--- src/hdl/trig_pkg.sv ---
package trig_pkg;

    localparam int CNT_W = 32;                  // counters, delay, width, divider
    localparam int POS_W = 32;                  // encoder position

    // cycle counts, pulse counts, divider ratio, delay and width
    typedef logic [CNT_W-1:0] cnt_t;

    // signed encoder position
    typedef logic signed [POS_W-1:0] pos_t;

    // trigger source select
    typedef enum logic [1:0] {
        MODE_SOFT    = 2'd0,                    // periodic soft generator
        MODE_ENCODER = 2'd1,                    // divided encoder steps
        MODE_IO      = 2'd2,                    // external io edge
        MODE_OFF     = 2'd3                     // no source
    } trig_mode_e;

    // output shaper states
    typedef enum logic [1:0] {
        ST_IDLE  = 2'd0,
        ST_DELAY = 2'd1,
        ST_PULSE = 2'd2
    } shaper_state_e;

    localparam int SYNC_STAGES_DEF = 2;         // flops per async input

endpackage

--- src/hdl/encoder_divider.sv ---
`timescale 1ns/1ps

module encoder_divider #(
    parameter int SYNC_STAGES = trig_pkg::SYNC_STAGES_DEF
) (
    input  logic                clk,
    input  logic                rst_n_i,
    input  logic                encoder_a_i,
    input  logic                encoder_b_i,
    input  trig_pkg::cnt_t      enc_div_i,
    input  logic                enc_clr_i,
    output logic                enc_trig_o,
    output trig_pkg::pos_t      enc_location_o
);

    logic [SYNC_STAGES-1:0] a_sync;             // a line synchronizer
    logic [SYNC_STAGES-1:0] b_sync;             // b line synchronizer
    logic                   a_s;
    logic                   b_s;
    logic                   a_d;                // synchronized a, one cycle late
    logic                   a_rise;
    logic                   fwd_step;
    logic                   rev_step;
    trig_pkg::cnt_t         div_eff;
    trig_pkg::cnt_t         step_cnt;           // forward steps since last trigger
    trig_pkg::cnt_t         step_nxt;

    assign a_s = a_sync[SYNC_STAGES-1];
    assign b_s = b_sync[SYNC_STAGES-1];

    always_ff @(posedge clk or negedge rst_n_i) begin
        if (!rst_n_i) begin
            a_sync <= '0;
            b_sync <= '0;
            a_d    <= 1'b0;
        end else begin
            a_sync <= {a_sync[SYNC_STAGES-2:0], encoder_a_i};
            b_sync <= {b_sync[SYNC_STAGES-2:0], encoder_b_i};
            a_d    <= a_s;
        end
    end

    // direction is taken from b at the moment a rises
    assign a_rise   = a_s & ~a_d;
    assign fwd_step = a_rise & ~b_s;
    assign rev_step = a_rise & b_s;

    assign div_eff  = (enc_div_i == '0) ? trig_pkg::cnt_t'(1) : enc_div_i;
    assign step_nxt = step_cnt + trig_pkg::cnt_t'(1);

    always_ff @(posedge clk or negedge rst_n_i) begin
        if (!rst_n_i) begin
            enc_location_o <= '0;
            step_cnt       <= '0;
            enc_trig_o     <= 1'b0;
        end else if (enc_clr_i) begin
            enc_location_o <= '0;
            step_cnt       <= '0;
            enc_trig_o     <= 1'b0;
        end else begin
            enc_trig_o <= 1'b0;
            if (fwd_step) begin
                enc_location_o <= enc_location_o + 32'sd1;
                if (step_nxt >= div_eff) begin     // full division reached
                    step_cnt   <= '0;
                    enc_trig_o <= 1'b1;
                end else begin
                    step_cnt <= step_nxt;
                end
            end else if (rev_step) begin
                enc_location_o <= enc_location_o - 32'sd1;  // no trigger going back
            end
        end
    end

    // each trigger needs a fresh a rise, so pulses are always isolated
    a_enc_trig_single: assert property (
        @(posedge clk) disable iff (!rst_n_i)
        enc_trig_o |=> !enc_trig_o
    ) else $error("encoder trigger high on two consecutive cycles");

endmodule

--- src/hdl/soft_trigger_gen.sv ---
`timescale 1ns/1ps

module soft_trigger_gen (
    input  logic                clk,
    input  logic                rst_n_i,
    input  logic                soft_en_i,
    input  trig_pkg::cnt_t      soft_cycle_i,
    input  trig_pkg::cnt_t      soft_num_i,
    output logic                soft_trig_o
);

    logic               en_d;
    logic               en_rise;
    logic               running;            // burst in progress
    logic               period_hit;
    logic               burst_done;
    trig_pkg::cnt_t     cycle_eff;
    trig_pkg::cnt_t     per_cnt;            // cycles since last pulse
    trig_pkg::cnt_t     pulse_cnt;          // pulses emitted in this burst
    trig_pkg::cnt_t     pulse_nxt;

    assign en_rise    = soft_en_i & ~en_d;
    assign cycle_eff  = (soft_cycle_i == '0) ? trig_pkg::cnt_t'(1) : soft_cycle_i;
    assign period_hit = running & (per_cnt >= cycle_eff);

    // count including the pulse about to be issued
    assign pulse_nxt  = en_rise ? trig_pkg::cnt_t'(1) : pulse_cnt + trig_pkg::cnt_t'(1);
    assign burst_done = (soft_num_i != '0) && (pulse_nxt >= soft_num_i);  // 0 = endless

    always_ff @(posedge clk or negedge rst_n_i) begin
        if (!rst_n_i) begin
            en_d        <= 1'b0;
            running     <= 1'b0;
            per_cnt     <= '0;
            pulse_cnt   <= '0;
            soft_trig_o <= 1'b0;
        end else begin
            en_d        <= soft_en_i;
            soft_trig_o <= 1'b0;
            if (!soft_en_i) begin               // stop and rearm
                running   <= 1'b0;
                per_cnt   <= '0;
                pulse_cnt <= '0;
            end else if (en_rise || period_hit) begin
                soft_trig_o <= 1'b1;
                per_cnt     <= trig_pkg::cnt_t'(1);
                pulse_cnt   <= pulse_nxt;
                running     <= ~burst_done;
            end else if (running) begin
                per_cnt <= per_cnt + trig_pkg::cnt_t'(1);
            end
        end
    end

    a_soft_quiet_when_off: assert property (
        @(posedge clk) disable iff (!rst_n_i)
        !soft_en_i |=> !soft_trig_o
    ) else $error("soft trigger issued after enable was low");

endmodule

--- src/hdl/trigger_shaper.sv ---
`timescale 1ns/1ps

module trigger_shaper #(
    parameter int SYNC_STAGES = trig_pkg::SYNC_STAGES_DEF
) (
    input  logic                    clk,
    input  logic                    rst_n_i,
    input  logic                    soft_trig_i,
    input  logic                    enc_trig_i,
    input  logic                    io_input_i,
    input  trig_pkg::trig_mode_e    trig_mode_i,
    input  logic                    io_polar_i,
    input  logic                    out_polar_i,
    input  trig_pkg::cnt_t          trig_delay_i,
    input  trig_pkg::cnt_t          trig_width_i,
    input  logic                    status_clr_i,
    output logic                    trigger_o,
    output trig_pkg::cnt_t          trig_cnt_o,
    output trig_pkg::cnt_t          drop_cnt_o
);

    logic [SYNC_STAGES-1:0]     io_sync;
    logic                       io_pol;         // io with polarity applied
    logic                       io_pol_d;
    logic                       io_edge;
    logic                       sel_trig;       // selected one-cycle pulse
    trig_pkg::shaper_state_e    state_q;
    trig_pkg::cnt_t             cyc_cnt;        // shared delay/width counter
    trig_pkg::cnt_t             width_eff;
    trig_pkg::cnt_t             pulse_run;      // active cycles so far in this run

    always_ff @(posedge clk or negedge rst_n_i) begin
        if (!rst_n_i) begin
            io_sync  <= '0;
            io_pol_d <= 1'b0;
        end else begin
            io_sync  <= {io_sync[SYNC_STAGES-2:0], io_input_i};
            io_pol_d <= io_pol;
        end
    end

    // polar 1 turns a falling input edge into a rise here
    assign io_pol  = io_sync[SYNC_STAGES-1] ^ io_polar_i;
    assign io_edge = io_pol & ~io_pol_d;

    always_comb begin
        case (trig_mode_i)
            trig_pkg::MODE_SOFT:    sel_trig = soft_trig_i;
            trig_pkg::MODE_ENCODER: sel_trig = enc_trig_i;
            trig_pkg::MODE_IO:      sel_trig = io_edge;
            default:                sel_trig = 1'b0;    // off
        endcase
    end

    assign width_eff = (trig_width_i == '0) ? trig_pkg::cnt_t'(1) : trig_width_i;

    always_ff @(posedge clk or negedge rst_n_i) begin
        if (!rst_n_i) begin
            state_q <= trig_pkg::ST_IDLE;
            cyc_cnt <= '0;
        end else begin
            case (state_q)
                trig_pkg::ST_IDLE: begin
                    if (sel_trig) begin
                        state_q <= (trig_delay_i == '0) ? trig_pkg::ST_PULSE : trig_pkg::ST_DELAY;
                        cyc_cnt <= trig_pkg::cnt_t'(1);
                    end
                end
                trig_pkg::ST_DELAY: begin
                    if (cyc_cnt >= trig_delay_i) begin
                        state_q <= trig_pkg::ST_PULSE;
                        cyc_cnt <= trig_pkg::cnt_t'(1);
                    end else begin
                        cyc_cnt <= cyc_cnt + trig_pkg::cnt_t'(1);
                    end
                end
                trig_pkg::ST_PULSE: begin
                    if (cyc_cnt >= width_eff) begin     // last active cycle
                        state_q <= trig_pkg::ST_IDLE;
                        cyc_cnt <= '0;
                    end else begin
                        cyc_cnt <= cyc_cnt + trig_pkg::cnt_t'(1);
                    end
                end
                default: begin
                    state_q <= trig_pkg::ST_IDLE;
                    cyc_cnt <= '0;
                end
            endcase
        end
    end

    always_ff @(posedge clk or negedge rst_n_i) begin
        if (!rst_n_i) begin
            trig_cnt_o <= '0;
            drop_cnt_o <= '0;
        end else if (status_clr_i) begin
            trig_cnt_o <= '0;
            drop_cnt_o <= '0;
        end else if (sel_trig) begin
            if (state_q == trig_pkg::ST_IDLE) begin
                trig_cnt_o <= trig_cnt_o + trig_pkg::cnt_t'(1);
            end else begin
                drop_cnt_o <= drop_cnt_o + trig_pkg::cnt_t'(1);   // busy, overrun
            end
        end
    end

    assign trigger_o = (state_q == trig_pkg::ST_PULSE) ^ out_polar_i;

    always_ff @(posedge clk or negedge rst_n_i) begin
        if (!rst_n_i) begin
            pulse_run <= '0;
        end else begin
            pulse_run <= (state_q == trig_pkg::ST_PULSE) ? pulse_run + trig_pkg::cnt_t'(1) : '0;
        end
    end

    a_pulse_len: assert property (
        @(posedge clk) disable iff (!rst_n_i)
        (state_q == trig_pkg::ST_PULSE) |-> (pulse_run < width_eff)
    ) else $error("output active longer than the programmed width");

endmodule

--- src/hdl/trigger_manage_top.sv ---
`timescale 1ns/1ps

module trigger_manage_top #(
    parameter int SYNC_STAGES = trig_pkg::SYNC_STAGES_DEF
) (
    input  logic                    clk,
    input  logic                    rst_n_i,
    input  logic                    io_input_i,
    input  logic                    encoder_a_i,
    input  logic                    encoder_b_i,
    input  trig_pkg::trig_mode_e    trig_mode_i,
    input  logic                    io_polar_i,
    input  logic                    out_polar_i,
    input  trig_pkg::cnt_t          trig_delay_i,
    input  trig_pkg::cnt_t          trig_width_i,
    input  logic                    soft_en_i,
    input  trig_pkg::cnt_t          soft_cycle_i,
    input  trig_pkg::cnt_t          soft_num_i,
    input  trig_pkg::cnt_t          enc_div_i,
    input  logic                    enc_clr_i,
    input  logic                    status_clr_i,
    output logic                    trigger_o,
    output trig_pkg::cnt_t          trig_cnt_o,
    output trig_pkg::cnt_t          drop_cnt_o,
    output trig_pkg::pos_t          enc_location_o
);

    logic enc_trig;                     // one pulse per enc_div forward steps
    logic soft_trig;                    // periodic burst pulse

    encoder_divider #(
        .SYNC_STAGES    (SYNC_STAGES)
    ) encoder_divider_inst (
        .clk            (clk),
        .rst_n_i        (rst_n_i),
        .encoder_a_i    (encoder_a_i),
        .encoder_b_i    (encoder_b_i),
        .enc_div_i      (enc_div_i),
        .enc_clr_i      (enc_clr_i),
        .enc_trig_o     (enc_trig),
        .enc_location_o (enc_location_o)
    );

    soft_trigger_gen soft_trigger_gen_inst (
        .clk            (clk),
        .rst_n_i        (rst_n_i),
        .soft_en_i      (soft_en_i),
        .soft_cycle_i   (soft_cycle_i),
        .soft_num_i     (soft_num_i),
        .soft_trig_o    (soft_trig)
    );

    trigger_shaper #(
        .SYNC_STAGES    (SYNC_STAGES)
    ) trigger_shaper_inst (
        .clk            (clk),
        .rst_n_i        (rst_n_i),
        .soft_trig_i    (soft_trig),
        .enc_trig_i     (enc_trig),
        .io_input_i     (io_input_i),
        .trig_mode_i    (trig_mode_i),
        .io_polar_i     (io_polar_i),
        .out_polar_i    (out_polar_i),
        .trig_delay_i   (trig_delay_i),
        .trig_width_i   (trig_width_i),
        .status_clr_i   (status_clr_i),
        .trigger_o      (trigger_o),
        .trig_cnt_o     (trig_cnt_o),
        .drop_cnt_o     (drop_cnt_o)
    );

endmodule

--- config.mk ---
export PLATFORM = sky130hd
export DESIGN_NAME = trigger_manage_top
export DESIGN_NICKNAME = d
export VERILOG_FILES = /design/src/hdl/trig_pkg.sv /design/src/hdl/encoder_divider.sv /design/src/hdl/soft_trigger_gen.sv /design/src/hdl/trigger_shaper.sv /design/src/hdl/trigger_manage_top.sv
export SDC_FILE = /design/constraint.sdc
export NUM_CORES = 1
export LEC_CHECK = 0
export ABC_AREA = 0
export BUFFER_PORTS_ARGS = -buffer_cell sky130_fd_sc_hd__buf_2
export CAP_MARGIN = 20
export CORE_ASPECT_RATIO = 0.8
export CORE_MARGIN = 3
export CORE_UTILIZATION = 59
export CTS_BUF_LIST = sky130_fd_sc_hd__clkbuf_16
export DETAILED_ROUTE_END_ITERATION = 7
export GPL_ROUTABILITY_DRIVEN = 0
export PLACE_DENSITY = 0.79
export RECOVER_POWER = 100
export SYNTH_ARGS = -nofsm -noshare
export SYNTH_HDL_FRONTEND = slang
export SYNTH_HIERARCHICAL = 1
export SYNTH_SLANG_ARGS = --single-unit
--- constraint.sdc ---
create_clock -name clk -period 4 [get_ports clk]
set_input_delay 0 -clock clk [delete_from_list [all_inputs] [get_ports clk]]
set_output_delay 0 -clock clk [all_outputs]
set_load 0.01 [all_outputs]
=== After elaboration in Yosys (flattened, before gate mapping) ===
Cells that the tools add are included.

* Flip-flop bits (word level): 238
* Output and inout port bits: 97
* Logic and storage cells: 107

* $add $sub $neg: 8
* $lt $le $gt $ge: 5
* Equal/unequal tests: 10
* Muxes and demuxes: 38
* Bitwise operators: 13
* Reductions and logical operators: 16

{| class="wikitable"
|+ Operator list
! operator !! count
|-
| $mux W32 || 24
|-
| $add A32 B1 Y32 const B || 6
|-
| $ge A32 B32 Y1 || 5
|-
| $logic_not A32 Y1 || 4
|-
| $pmux W32 S3 || 1
|-
| $add A32 B2 Y32 const B || 1
|-
| $reduce_bool A32 Y1 || 1
|-
| $sub A32 B2 Y32 const B || 1
|-
| $mux W2 || 4
|-
| $ne A2 B1 Y1 const B || 4
|-
| $mux W1 || 7
|-
| $and A1 B1 Y1 || 6
|-
| $pmux W2 S3 || 1
|-
| $reduce_bool A2 Y1 || 3
|-
| $not A1 Y1 || 5
|-
| $eq A2 B1 Y1 const B || 2
|-
| $eq A2 B2 Y1 const B || 2
|-
| $logic_not A2 Y1 || 2
|-
| $reduce_and A2 Y1 || 2
|-
| $ne A3 B1 Y1 const B || 1
|-
| $pmux W1 S3 || 1
|-
| $reduce_and A3 Y1 || 1
|-
| $reduce_bool A3 Y1 || 1
|-
| $ne A2 B2 Y1 const B || 1
|-
| other kinds (3) || 4
|}

=== Logic depth before layout (Yosys ltp) ===
Gate-level depths: netlist of run 1.

* Word-level depth: 8
* Mapped depth: 19
* Mapped depth without buffers: 18

=== Hierarchy ===
The synthesis of run 1 kept the hierarchy.

{| class="wikitable"
|+ Modules (own cells, without submodules)
! module !! instances !! cells an instance !! area an instance (um^2) !! seq. area each (um^2)
|-
| trigger_shaper || 1 || 778 || 6772.7 || 2527.4
|-
| soft_trigger_gen || 1 || 665 || 5878.1 || 1676.6
|-
| encoder_divider || 1 || 638 || 5609.1 || 1751.7
|}

=== Worst setup path after synthesis of run 1 ===
Ideal clock, no wire load.

* Kind: reg2reg
* From: reg encoder_divider_inst.step_cnt[8]
* To: reg encoder_divider_inst.step_cnt[10]
* Setup time: 0.122 ns
* Arrival: 3.567 ns
* Required time: 3.878 ns
* Setup slack: 0.312 ns
* Cell stages (with the launch flop): 20
* Path buffers: 2
* Cells stage by stage: dfrtp_1 and4_1 and3_1 nand3_2 nor2_2 nand3_2 or2_4 nor2_2 xor2_1 ha_1 nand4_1 or2_1 or3_4 nor2_2 a2111o_1 nor3_1 nor2b_4 buf_6 buf_6 a32o_1

* Word-level cells in the longest chain between the ends: 5

{| class="wikitable"
|+ RTL lines
! item !! RTL line !! source
|-
| from (decl) || encoder_divider.sv:25 || <nowiki>trig_pkg::cnt_t step_cnt;</nowiki>
|-
| from (signal assigned) || encoder_divider.sv:68 || <nowiki>step_cnt <= step_nxt;</nowiki>
|-
| $add A32 B1 Y32 * || encoder_divider.sv:49 || <nowiki>assign step_nxt = step_cnt + trig_pkg::cnt_t'(1);</nowiki>
|-
| $ge A32 B32 Y1 || encoder_divider.sv:64 || <nowiki>if (step_nxt >= div_eff) begin</nowiki>
|-
| $mux W32 * || encoder_divider.sv:64 ||
|-
| $mux W32 * || encoder_divider.sv:62 || <nowiki>if (fwd_step) begin</nowiki>
|-
| $mux W32 * || encoder_divider.sv:56 || <nowiki>end else if (enc_clr_i) begin</nowiki>
|}

Every way passes the cells marked *; elsewhere a longest branch is shown, timed or not. The select of a mux whose other input is x is not followed.
A chain may end at the register's enable or synchronous reset.

=== Final worst setup path of run 1 ===
* From: reg encoder_divider_inst.step_cnt[11]
* To: reg encoder_divider_inst.step_cnt[3]

* Word-level cells in the longest chain between the ends: 5

{| class="wikitable"
|+ RTL lines
! item !! RTL line
|-
| $add A32 B1 Y32 || encoder_divider.sv:49
|-
| $ge A32 B32 Y1 || encoder_divider.sv:64
|-
| $mux W32 || encoder_divider.sv:64
|-
| $mux W32 || encoder_divider.sv:62
|-
| $mux W32 || encoder_divider.sv:56
|}

No other way between the ends. The select of a mux whose other input is x is not followed.

==> out/results.ini, run 1 <==
[global_route]
use_met1_pct = 40.0
grt.met2_usage_pct = 45.6
busiest_layer = met2
grt_pass1_vias = 16000
met3_usage_pct = 3.67
grt_max_degree = 123
grt_overflow_total = 0
grt_util_all_layers_pct = 28.2
grt_pass1_wl_mm = 78.4
grt_antenna_before_repair = 2

[pwr]
powerDensity_nw_per_um2 = 310
leakage_nw = 10.3
irDropWorstVdd_mv = 0.262

[logic_synthesis]
synth_nets = 2450
ys_seq_elements = 238
synth_ff_type = dfrtp_1
synth-compound-area-share_pct = 14.3
ys_warn_count = 6
synth_top_family_by_area = simple AND/OR/NAND/NOR gates
synth_area_um2 = 18300
synth-simple-area-share_pct = 23.8
synth-xor-area-share_pct = 8.54
async_reset_ff_share_pct = 100
synth_edf_count = 0
ys_types = 93
syn_area_per_cell_um2 = 8.77
postSynthCellCount = 2081
ys_seq_area_share_pct = 32.6
synth.area.mux_share_pct = 1.43
synth_fa_ha_area_share_pct = 13.5

[floorplan]
initial_core_util_pct = 61.0
die_w_um = 203
dieArea_um2 = 33100
num_io_pins = 269
num_rows = 56
die-height_um = 163
coreArea_um2 = 29900

[placed_design]
portBuffers = 268
place_inst = 2728
dp_hpwl_mm = 36.2
place_ws_ps = -83.2

[critical_path]
cp_max_fo = 5
cp_data_required_time_ps = 4420
worstSetupPathType = flop to flop
end_kind = flop
worstRegToRegCells = 18
arrival_ps = 4350
crit_path_start_kind = flop

[clock_tree]
cts-buffers-inserted = 25
clk_pin_slew_ps = 60
cts_tree = yes
root_buffer = clkbuf_16
insertion_delay_ps = 530
htree_levels = 1
cts_sinks = 238
clk_path_buf_depth = 3

[timing]
finalHoldViolations = 0
max_freq_mhz = 255
hold_ws_ps = 33.1
fin_setup_tns_ps = 0
finalWorstSetupSlack_ps = 71.0
drv_slew = 123
setup_viol = 0
post-route-min-period_ps = 3930
period_share_pct = 98.2
skew_ps = 10.7
slew_headroom_pct = -111
worst_slew_pin_slew_ps = 3160

[drt]
firstDrtPassIters = 5
drt-total-wl_mm = 48.1
num_vias = 16700
wire_per_inst_um = 17.2
drt_iter0_markers = 1354
antenna_left = 0
drc = 0
via_per_inst = 5.98

[min_path]
min_path_type = primary input to flop
holdPathStages = 4

[run_status]
status = finished, violations left
failed_checks = max-capacitance violations, max-slew violations

[layout]
syn_to_final_growth_pct = 14.1
drive_gt1_share_pct = 13.0
final_nets = 2735
instances_no_fill = 2789
final_util_pct = 69.6

[job]
drv_cap = 1

## sequential cells by signal (all words and copies together) (netlist names), 32 cells and up
| register | cells |
|---|---|
| encoder_divider_inst/step_cnt | 32 |
| soft_trigger_gen_inst/per_cnt | 32 |
| encoder_divider_inst/enc_location_o | 32 |
| trigger_shaper_inst/trig_cnt_o | 32 |
| trigger_shaper_inst/drop_cnt_o | 32 |
| trigger_shaper_inst/cyc_cnt | 32 |
| soft_trigger_gen_inst/pulse_cnt | 32 |
## power breakdown
part           switching, mW  leakage [nW]  internal (mW)
registers             0.0939          3.25           2.48
logic                  0.808          6.58          0.574
clock network          0.991         0.425           1.52
total                   1.89          10.3           4.58
## layer usage
layer	vias to the layer above	share of wire, %
met1	8007	46
met2	579	45
li1	8007	-
met3	93	6.2
met5	-	0.023
met4	2	2.9
## worst paths after layout
check / start / to / slack [ps]
setup / recovery: encoder_divider_inst/step_cnt[11]$_DFFE_PN0P_ / encoder_divider_inst/step_cnt[3]$_DFFE_PN0P_ / 70
hold / removal: trig_mode_i[1] / trigger_shaper_inst/drop_cnt_o[1]$_DFFE_PN0P_ / 30
setup reg to reg: encoder_divider_inst/step_cnt[11]$_DFFE_PN0P_ / encoder_divider_inst/step_cnt[3]$_DFFE_PN0P_ / 70
hold reg to reg: trigger_shaper_inst/io_sync[0]$_DFF_PN0_ / trigger_shaper_inst/io_sync[1]$_DFF_PN0_ / 350
max in group asynchronous: rst_n_i / encoder_divider_inst/enc_location_o[21]$_DFFE_PN0P_ / 620
min in group asynchronous: rst_n_i / trigger_shaper_inst/cyc_cnt[6]$_DFFE_PN0P_ / 990
## layout make-up
| class | count | area, um2 |
|---|---|---|
| sequential | 238 | 5960 |
| clock inverter | 18 | 250 |
| antenna | 1 | 2.50 |
| tap | 406 | 508 |
| timing repair buffer | 318 | 1590 |
| inverter | 185 | 694 |
| clock buffer | 25 | 626 |
| multi-input combinational | 1598 | 11200 |
| fill | 2470 | 9080 |
## cells by family after synthesis
| family | count (synthesis) |
|---|---|
| fa+ha+maj | 197 |
| simple gates | 802 |
| mux | 26 |
| xor+xnor | 178 |
| compound gates | 394 |
| flops | 238 |
| buf+inv | 246 |
## cell usage after synthesis (all sizes together) (7+ instances only)
cell	instances	area (um2)
a21o	52	392
nor2	182	936
o21ai	66	330
and3	44	280
nand3	90	478
a211oi	12	100
o211ai	7	57.6
inv	185	694
nor4	54	350
xor2	96	841
o22ai	8	56.3
dfrtp	238	5960
nor3	32	165
nand2b	10	62.6
a32o	26	260
o21a	8	60.1
clkbuf	40	160
buf	21	194
or3	29	191
nand4	79	513
nand3b	9	67.6
mux2i	25	250
nor2b	18	120
a22o	7	61.3
ha	196	2450
and2	16	100
and4	24	213
o21bai	7	52.6
nand2	198	743
a31oi	8	50.1
xnor2	82	718
a21oi	144	728
## placed cells by master (no fill, tap or decap), types with 60 or more instances in the layout
| master | Yosys | routed |
|---|---|---|
| nand2_1 | 198 | 198 |
| nor2_1 | 141 | 150 |
| nand3_1 | 86 | 86 |
| buf_2 | 8 | 170 |
| ha_1 | 196 | 196 |
| inv_1 | 183 | 188 |
| nand4_1 | 76 | 77 |
| xor2_1 | 96 | 96 |
| a21oi_1 | 142 | 143 |
| xnor2_1 | 82 | 81 |
| dfrtp_1 | 238 | 238 |
| clkbuf_1 | 39 | 106 |
| o21ai_0 | 57 | 60 |
## through the flow
step           cell area [um2]  total power [mW]
2_1_floorplan            18300              3.55
3_3_place_gp             20000              3.95
3_5_place_dp             20000              4.00
4_1_cts                  21000              6.54
5_1_grt                  20800              6.80
6_report                 20800              6.47
## critical path, stage by stage, from the launching register on
cell and delay [ps]:
dfrtp_1 380, and4_4 240, and3_4 210, nand3_4 100
nor2_4 130, and3_4 240, inv_2 50, nor3_1 280
xor2_1 300, ha_1 180, nand4_1 80, or2_4 270
or3_4 410, nor2_4 110, a2111o_1 190, nor3_4 50
nor2b_2 200, a31o_1 210, a21o_1 170
## repair_timing
action | in CTS | in global routing
buffers inserted | 1 | 8
pin swaps | 0 | 8
gates resized for setup | 3 | 18
cloned | 1 | 0
endpoints found under the setup margin | 24 | 34
hold endpoints to repair | 140 | 0
hold buffers | 7 | 0
Power figures use the tool's default switching activity.
==> inputs of run 2 (changes only) <==
--- a/config.mk
+++ b/config.mk
@@ -12,10 +12,12 @@
 export CORE_MARGIN = 3
 export CORE_UTILIZATION = 59
 export CTS_BUF_LIST = sky130_fd_sc_hd__clkbuf_16
+export CTS_CLUSTER_SIZE = 40
 export DETAILED_ROUTE_END_ITERATION = 7
 export GPL_ROUTABILITY_DRIVEN = 0
 export PLACE_DENSITY = 0.79
 export RECOVER_POWER = 100
+export REMOVE_ABC_BUFFERS = 1
 export SYNTH_ARGS = -nofsm -noshare
 export SYNTH_HDL_FRONTEND = slang
 export SYNTH_HIERARCHICAL = 1
==> run 2 against run 1 <==
Net effect: the flow still finishes with violations (max-capacitance violations, max-slew violations); cell count up 0.18%; hold slack better by 27 ps; register-to-register slack better by 30 ps; sequential share of layout area down 0.058 points; flip-flop and latch count unchanged; setup slack better by 28 ps; critical path depth unchanged; critical path type unchanged; critical endpoint is now encoder_divider_inst/step_cnt[31]$_DFFE_PN0P_; highest routed layer is now met4.
==> out/results.ini, run 2 (same netlist as run 1, synthesis figures left out) <==
[drt]
firstDrtPassIters = 6
drt-total-wl_mm = 48.5
wire_per_inst_um = 17.3
dr_wl_met3_mm = 3.27
via_per_inst = 5.95
antenna_left = 0
met2_length_mm = 22.5
num_vias = 16600
top_layer = met4
drc = 0
drt_iter0_markers = 1284
wl_met1_mm = 21.9

[critical_path]
arrival_ps = 4330
end_kind = flop
cpMaxStageDelayCell = dfrtp_1
path_common_cell = and3_4
crit_path_start_kind = flop
cp_max_fo = 5
critical_path.cell_chain = and4_1 -> and3_4 -> nand3_4 -> nor2_4 -> and3_4 -> inv_2 -> nor3_2 -> xor2_1 -> ha_1 -> nand4_1 -> or2_1 -> or3_4 -> nor2_2 -> o2111a_2 -> nand3b_1 -> buf_4 -> o21ai_0 -> a21o_1
worstSetupPathType = flop to flop
cp_data_required_time_ps = 4430
slowest_delay_ps = 410

[layout]
final_nets = 2738
layout_common_cells = dfrtp_1, nand2_1, ha_1, inv_1, buf_2
antenna-diode-count = 0
final-seq-area_um2 = 5960
fillers = 2436
fin_area_um2 = 20900
layout_commonest_cell = dfrtp_1
final_util_pct = 69.8
syn_to_final_growth_pct = 14.3
drive_gt1_share_pct = 13.4
multi_input_area_um2 = 11200

[job]
drv_cap = 1

[global_route]
grt_antenna_before_repair = 0
grt_pass1_vias = 15700
grt_pass1_wl_mm = 78.0
grt_util_all_layers_pct = 28.3
grt_overflow_total = 0
grt_max_degree = 102

[floorplan]
initial_core_util_pct = 61.0
dieArea_um2 = 33100
coreArea_um2 = 29900
die_w_um = 203
die-height_um = 163
num_io_pins = 269
num_rows = 56

[clock_tree]
htree_levels = 1
root_buffer = clkbuf_16
cts_tree = yes
cts-buffers-inserted = 26
clk_pin_slew_ps = 60
cts_sinks = 238
insertion_delay_ps = 540
clk_path_buf_depth = 3

[pwr]
powerDensity_nw_per_um2 = 307
leakage_nw = 10.2
p_total_mw = 6.40
irDropWorstVdd_mv = 0.286

[placed_design]
dp_hpwl_mm = 36.6
portBuffers = 268
dpl_cell_area_um2 = 20000

[timing]
finalHoldViolations = 0
drv_slew = 86
post-route-min-period_ps = 3900
period_share_pct = 97.5
skew_ps = 12.9
fin_setup_tns_ps = 0
slew_headroom_pct = -48.7
max_freq_mhz = 256
worst_slew_pin_slew_ps = 2230
setup_viol = 0

[run_status]
status = finished, violations left
failed_checks = max-capacitance violations, max-slew violations

[min_path]
min_path_type = primary input to flop

==> run 2: cell count changes in the layout (fill, tap and decap cells not counted), moves of 2 or more <==
cell / change
nor4_2: +2
clkinv_1: +7
bufinv_16: -2
clkinvlp_4: -4
buf_6: -3
nor2_1: -11
nor2_4: +9
clkbuf_16: +2
nor4_1: -2
buf_4: +3
nand3_1: +2
clkinv_2: +2
nor2_2: +2
==> run 2: path summary, 6_finish.rpt <==
path | startpoint | depth (start not counted) | end | slack [ps]
max | encoder_divider_inst/step_cnt[10]$_DFFE_PN0P_ | 18 | encoder_divider_inst/step_cnt[31]$_DFFE_PN0P_ | 100
max in group asynchronous | rst_n_i | 3 | soft_trigger_gen_inst/per_cnt[28]$_DFFE_PN0P_ | 770
max reg2reg | encoder_divider_inst/step_cnt[10]$_DFFE_PN0P_ | 18 | encoder_divider_inst/step_cnt[31]$_DFFE_PN0P_ | 100
min reg2reg | trigger_shaper_inst/io_sync[0]$_DFF_PN0_ | 0 | trigger_shaper_inst/io_sync[1]$_DFF_PN0_ | 350
min | trig_mode_i[1] | 4 | trigger_shaper_inst/drop_cnt_o[1]$_DFFE_PN0P_ | 60
min in group asynchronous | rst_n_i | 2 | encoder_divider_inst/enc_location_o[11]$_DFFE_PN0P_ | 640
==> run 2: routing by layer <==
metal	up-vias	GRT usage, %
met3	69	4.58
li1	8016	-
met1	7976	40.0
met4	0	5.85
met5	-	0
met2	569	46.3
==> run 2: repair_timing <==
item / in CTS / in global routing
endpoints found under the setup margin: 21 / 34
hold endpoints to repair: 100 / 0
setup buffers: 3 / 10
gates resized for setup: 1 / 14
pin swaps: 0 / 6
hold buffers: 8 / 0
==> run 2: critical path: cells and delay by family (launching register included) <==
| kind | cells | cell delay (ps) |
|---|---|---|
| simple gates | 11 | 2230 |
| flops | 1 | 410 |
| buf+inv | 2 | 190 |
| compound gates | 3 | 500 |
| fa+ha+maj | 1 | 200 |
| xor+xnor | 1 | 250 |
==> run 2: final cells by class <==
| type | instances | share of cell area, % |
|---|---|---|
| multi-input combinational | 1597 | 53.9 |
| sequential | 238 | 28.5 |
| clock buffer | 27 | 3.24 |
| timing repair buffer | 321 | 7.71 |
| clock inverter | 20 | 0.899 |
| tap | 406 | 2.43 |
| inverter | 185 | 3.33 |
==> run 2: through the flow <==
| stage | setup slack (ps) | hold slack [ps] | cells |
|---|---|---|---|
| floorplan | -752 | -296 | 2020 |
| global placement | 45.1 | 37.2 | 2725 |
| detailed placement | -89.0 | 38.7 | 2725 |
| CTS | 13.4 | 35.8 | 2783 |
| global route | -53.7 | 48.5 | 2794 |
| finish | 98.6 | 59.9 | 2794 |
==> run 2: power by group <==
group          internal (mW)  switching [mW]
Clock                   1.47           0.992
Combinational          0.576           0.795
Sequential              2.48          0.0923
==> inputs of run 3 (changes only) <==
--- a/config.mk
+++ b/config.mk
@@ -17,7 +17,6 @@
 export GPL_ROUTABILITY_DRIVEN = 0
 export PLACE_DENSITY = 0.79
 export RECOVER_POWER = 100
-export REMOVE_ABC_BUFFERS = 1
 export SYNTH_ARGS = -nofsm -noshare
 export SYNTH_HDL_FRONTEND = slang
 export SYNTH_HIERARCHICAL = 1
==> constraint.sdc (replaced) <==
create_clock -name clk -period 4 [get_ports clk]
set_input_delay 0 -clock clk [delete_from_list [all_inputs] [get_ports clk]]
set_output_delay 0 -clock clk [all_outputs]
set_load 0.005 [all_outputs]
==> run 3 against run 2 <==
Net effect: combinational power barely moved; critical endpoint is now encoder_divider_inst/step_cnt[3]$_DFFE_PN0P_; highest routed layer is now met5; the flow still finishes with violations (max-capacitance violations, max-slew violations); routed wire length fell by 1.1%; critical path type unchanged; largest cell class unchanged; non-clock buffer count fell by 3.
==> out/results.ini, run 3 (same netlist as run 1, synthesis figures left out) <==
[drt]
antenna_left = 0
num_vias = 16700
drt_iter0_markers = 1324
drc = 0
firstDrtPassIters = 5
drt-total-wl_mm = 47.9
via_per_inst = 5.98
wire_per_inst_um = 17.2

[timing]
worst_slew_pin_slew_ps = 3160
setup_viol = 0
post-route-min-period_ps = 3930
finalHoldViolations = 0
fin_setup_tns_ps = 0
skew_ps = 10.5
period_share_pct = 98.3
max_freq_mhz = 254
drv_slew = 123
slew_headroom_pct = -111

[critical_path]
cp_data_required_time_ps = 4420
cp_max_fo = 5
crit_path_start_kind = flop
worstRegToRegCells = 18
arrival_ps = 4350
worstSetupPathType = flop to flop
end_kind = flop
r2r-start = encoder_divider_inst/step_cnt[11]$_DFFE_PN0P_
r2r-end = encoder_divider_inst/step_cnt[3]$_DFFE_PN0P_
r2r_slack_ps = 70
cp-startpoint = encoder_divider_inst/step_cnt[11]$_DFFE_PN0P_

[clock_tree]
insertion_delay_ps = 530
cts_tree = yes
htree_levels = 1
cts_sinks = 238
cts-buffers-inserted = 25
clk_pin_slew_ps = 60
root_buffer = clkbuf_16
clk_path_buf_depth = 3

[placed_design]
dp_hpwl_mm = 36.2
portBuffers = 268

[global_route]
busiest_layer = met2
grt_overflow_total = 0
grt_pass1_wl_mm = 78.4
grt.met2_usage_pct = 45.6
use_met1_pct = 40.0
met3_usage_pct = 3.67
grt_max_degree = 123
grt_antenna_before_repair = 2
grt_util_all_layers_pct = 28.2
grt_pass1_vias = 16000

[layout]
layout_common_cells = dfrtp_1, buf_2, nand2_1, ha_1, inv_1
drive_gt1_share_pct = 14.4
final_nets = 2735
layout_commonest_cell = dfrtp_1
final_util_pct = 69.8
syn_to_final_growth_pct = 14.4

[floorplan]
initial_core_util_pct = 61.0
num_rows = 56
dieArea_um2 = 33100
die_w_um = 203
num_io_pins = 269
coreArea_um2 = 29900
die-height_um = 163

[pwr]
irDropWorstVdd_mv = 0.263
leakage_nw = 10.4
powerDensity_nw_per_um2 = 309

[min_path]
min-delay-start = trig_mode_i[1]
min_path_type = primary input to flop
holdPathStages = 4
hold_end = trigger_shaper_inst/drop_cnt_o[1]$_DFFE_PN0P_

[job]
drv_cap = 1

[run_status]
failed_checks = max-capacitance violations, max-slew violations
status = finished, violations left

-- run 3: changes by cell type in the layout (fill, tap and decap cells not counted), moves of 3 or more --
cell	change
clkinv_1	-7
nor2_4	-9
clkinvlp_4	+4
buf_2	+34
clkbuf_1	-34
buf_4	-3
buf_6	+3
nor2_1	+11
-- run 3: final cells by class --
cell class              count  area [um2]
clock buffers              25         626
inverters                 185         694
diodes                      2        5.00
multi-input cells        1598       11200
well taps                 406         508
clock inverters            18         250
repair buffers            318        1630
flip-flops and latches    238        5960
fillers                  2442        9040
-- run 3: where the power goes --
part / internal, mW / total, mW / switching (mW)
registers: 2.48 / 2.57 / 0.0926
logic: 0.574 / 1.36 / 0.789
clock network: 1.52 / 2.52 / 0.991
-- run 3: metal layers --
metal | share of wire (%) | vias to the layer above | routed length [um]
met5 | 0.033 | - | 16
met4 | 2.9 | 2 | 1370
met3 | 6.7 | 94 | 3190
met2 | 45 | 601 | 21700
met1 | 45 | 7971 | 21600
li1 | - | 8006 | -
-- run 3: worst max-delay path by stage --
| stage | end | slack (ps) | cells past startpoint |
|---|---|---|---|
| final | encoder_divider_inst/step_cnt[3]$_DFFE_PN0P_ | 70 | 18 |
| after global routing | encoder_divider_inst/step_cnt[3]$_DFFE_PN0P_ | -30 | 18 |
| after CTS | encoder_divider_inst/step_cnt[1]$_DFFE_PN0P_ | 5 | 18 |
| after detailed placement | encoder_divider_inst/step_cnt[1]$_DFFE_PN0P_ | -80 | 18 |
| after global placement | encoder_divider_inst/step_cnt[9]$_DFFE_PN0P_ | 20 | 18 |
| after floorplan | encoder_divider_inst/step_cnt[10]$_DFFE_PN0P_ | 310 | 19 |
-- run 3: what timing repair did --
action,in CTS,in global routing
endpoints found under the hold margin,140,0
pin swaps,0,8
cloned,1,0
setup endpoints to repair,24,34
setup buffers,1,8
hold buffers,7,0
gates resized for setup,3,18
-- run 3: metrics by stage --
| step | hold WS, ps | power, mW | area, um2 | cells | setup WS [ps] |
|---|---|---|---|---|---|
| 6_report | 36.3 | 6.45 | 20900 | 2790 | 69.1 |
| 3_5_place_dp | 113 | 3.98 | 20000 | 2728 | -83.2 |
| 2_1_floorplan | -296 | 3.53 | 18300 | 2081 | 312 |
| 3_3_place_gp | 112 | 3.93 | 20000 | 2728 | 19.4 |
| 4_1_cts | 23.9 | 6.52 | 21000 | 2780 | 5.20 |
| 5_1_grt | 78.4 | 6.78 | 20900 | 2789 | -28.5 |
-- run 3: worst max-delay path, cell delays in order (launching register included) --
cell	delay, ps
dfrtp_1	380
and4_4	240
and3_4	210
nand3_4	100
nor2_4	130
and3_4	240
inv_2	50
nor3_1	280
xor2_1	300
ha_1	180
nand4_1	80
or2_4	270
or3_4	410
nor2_4	110
a2111o_1	190
nor3_4	50
nor2b_2	210
a31o_1	210
a21o_1	170
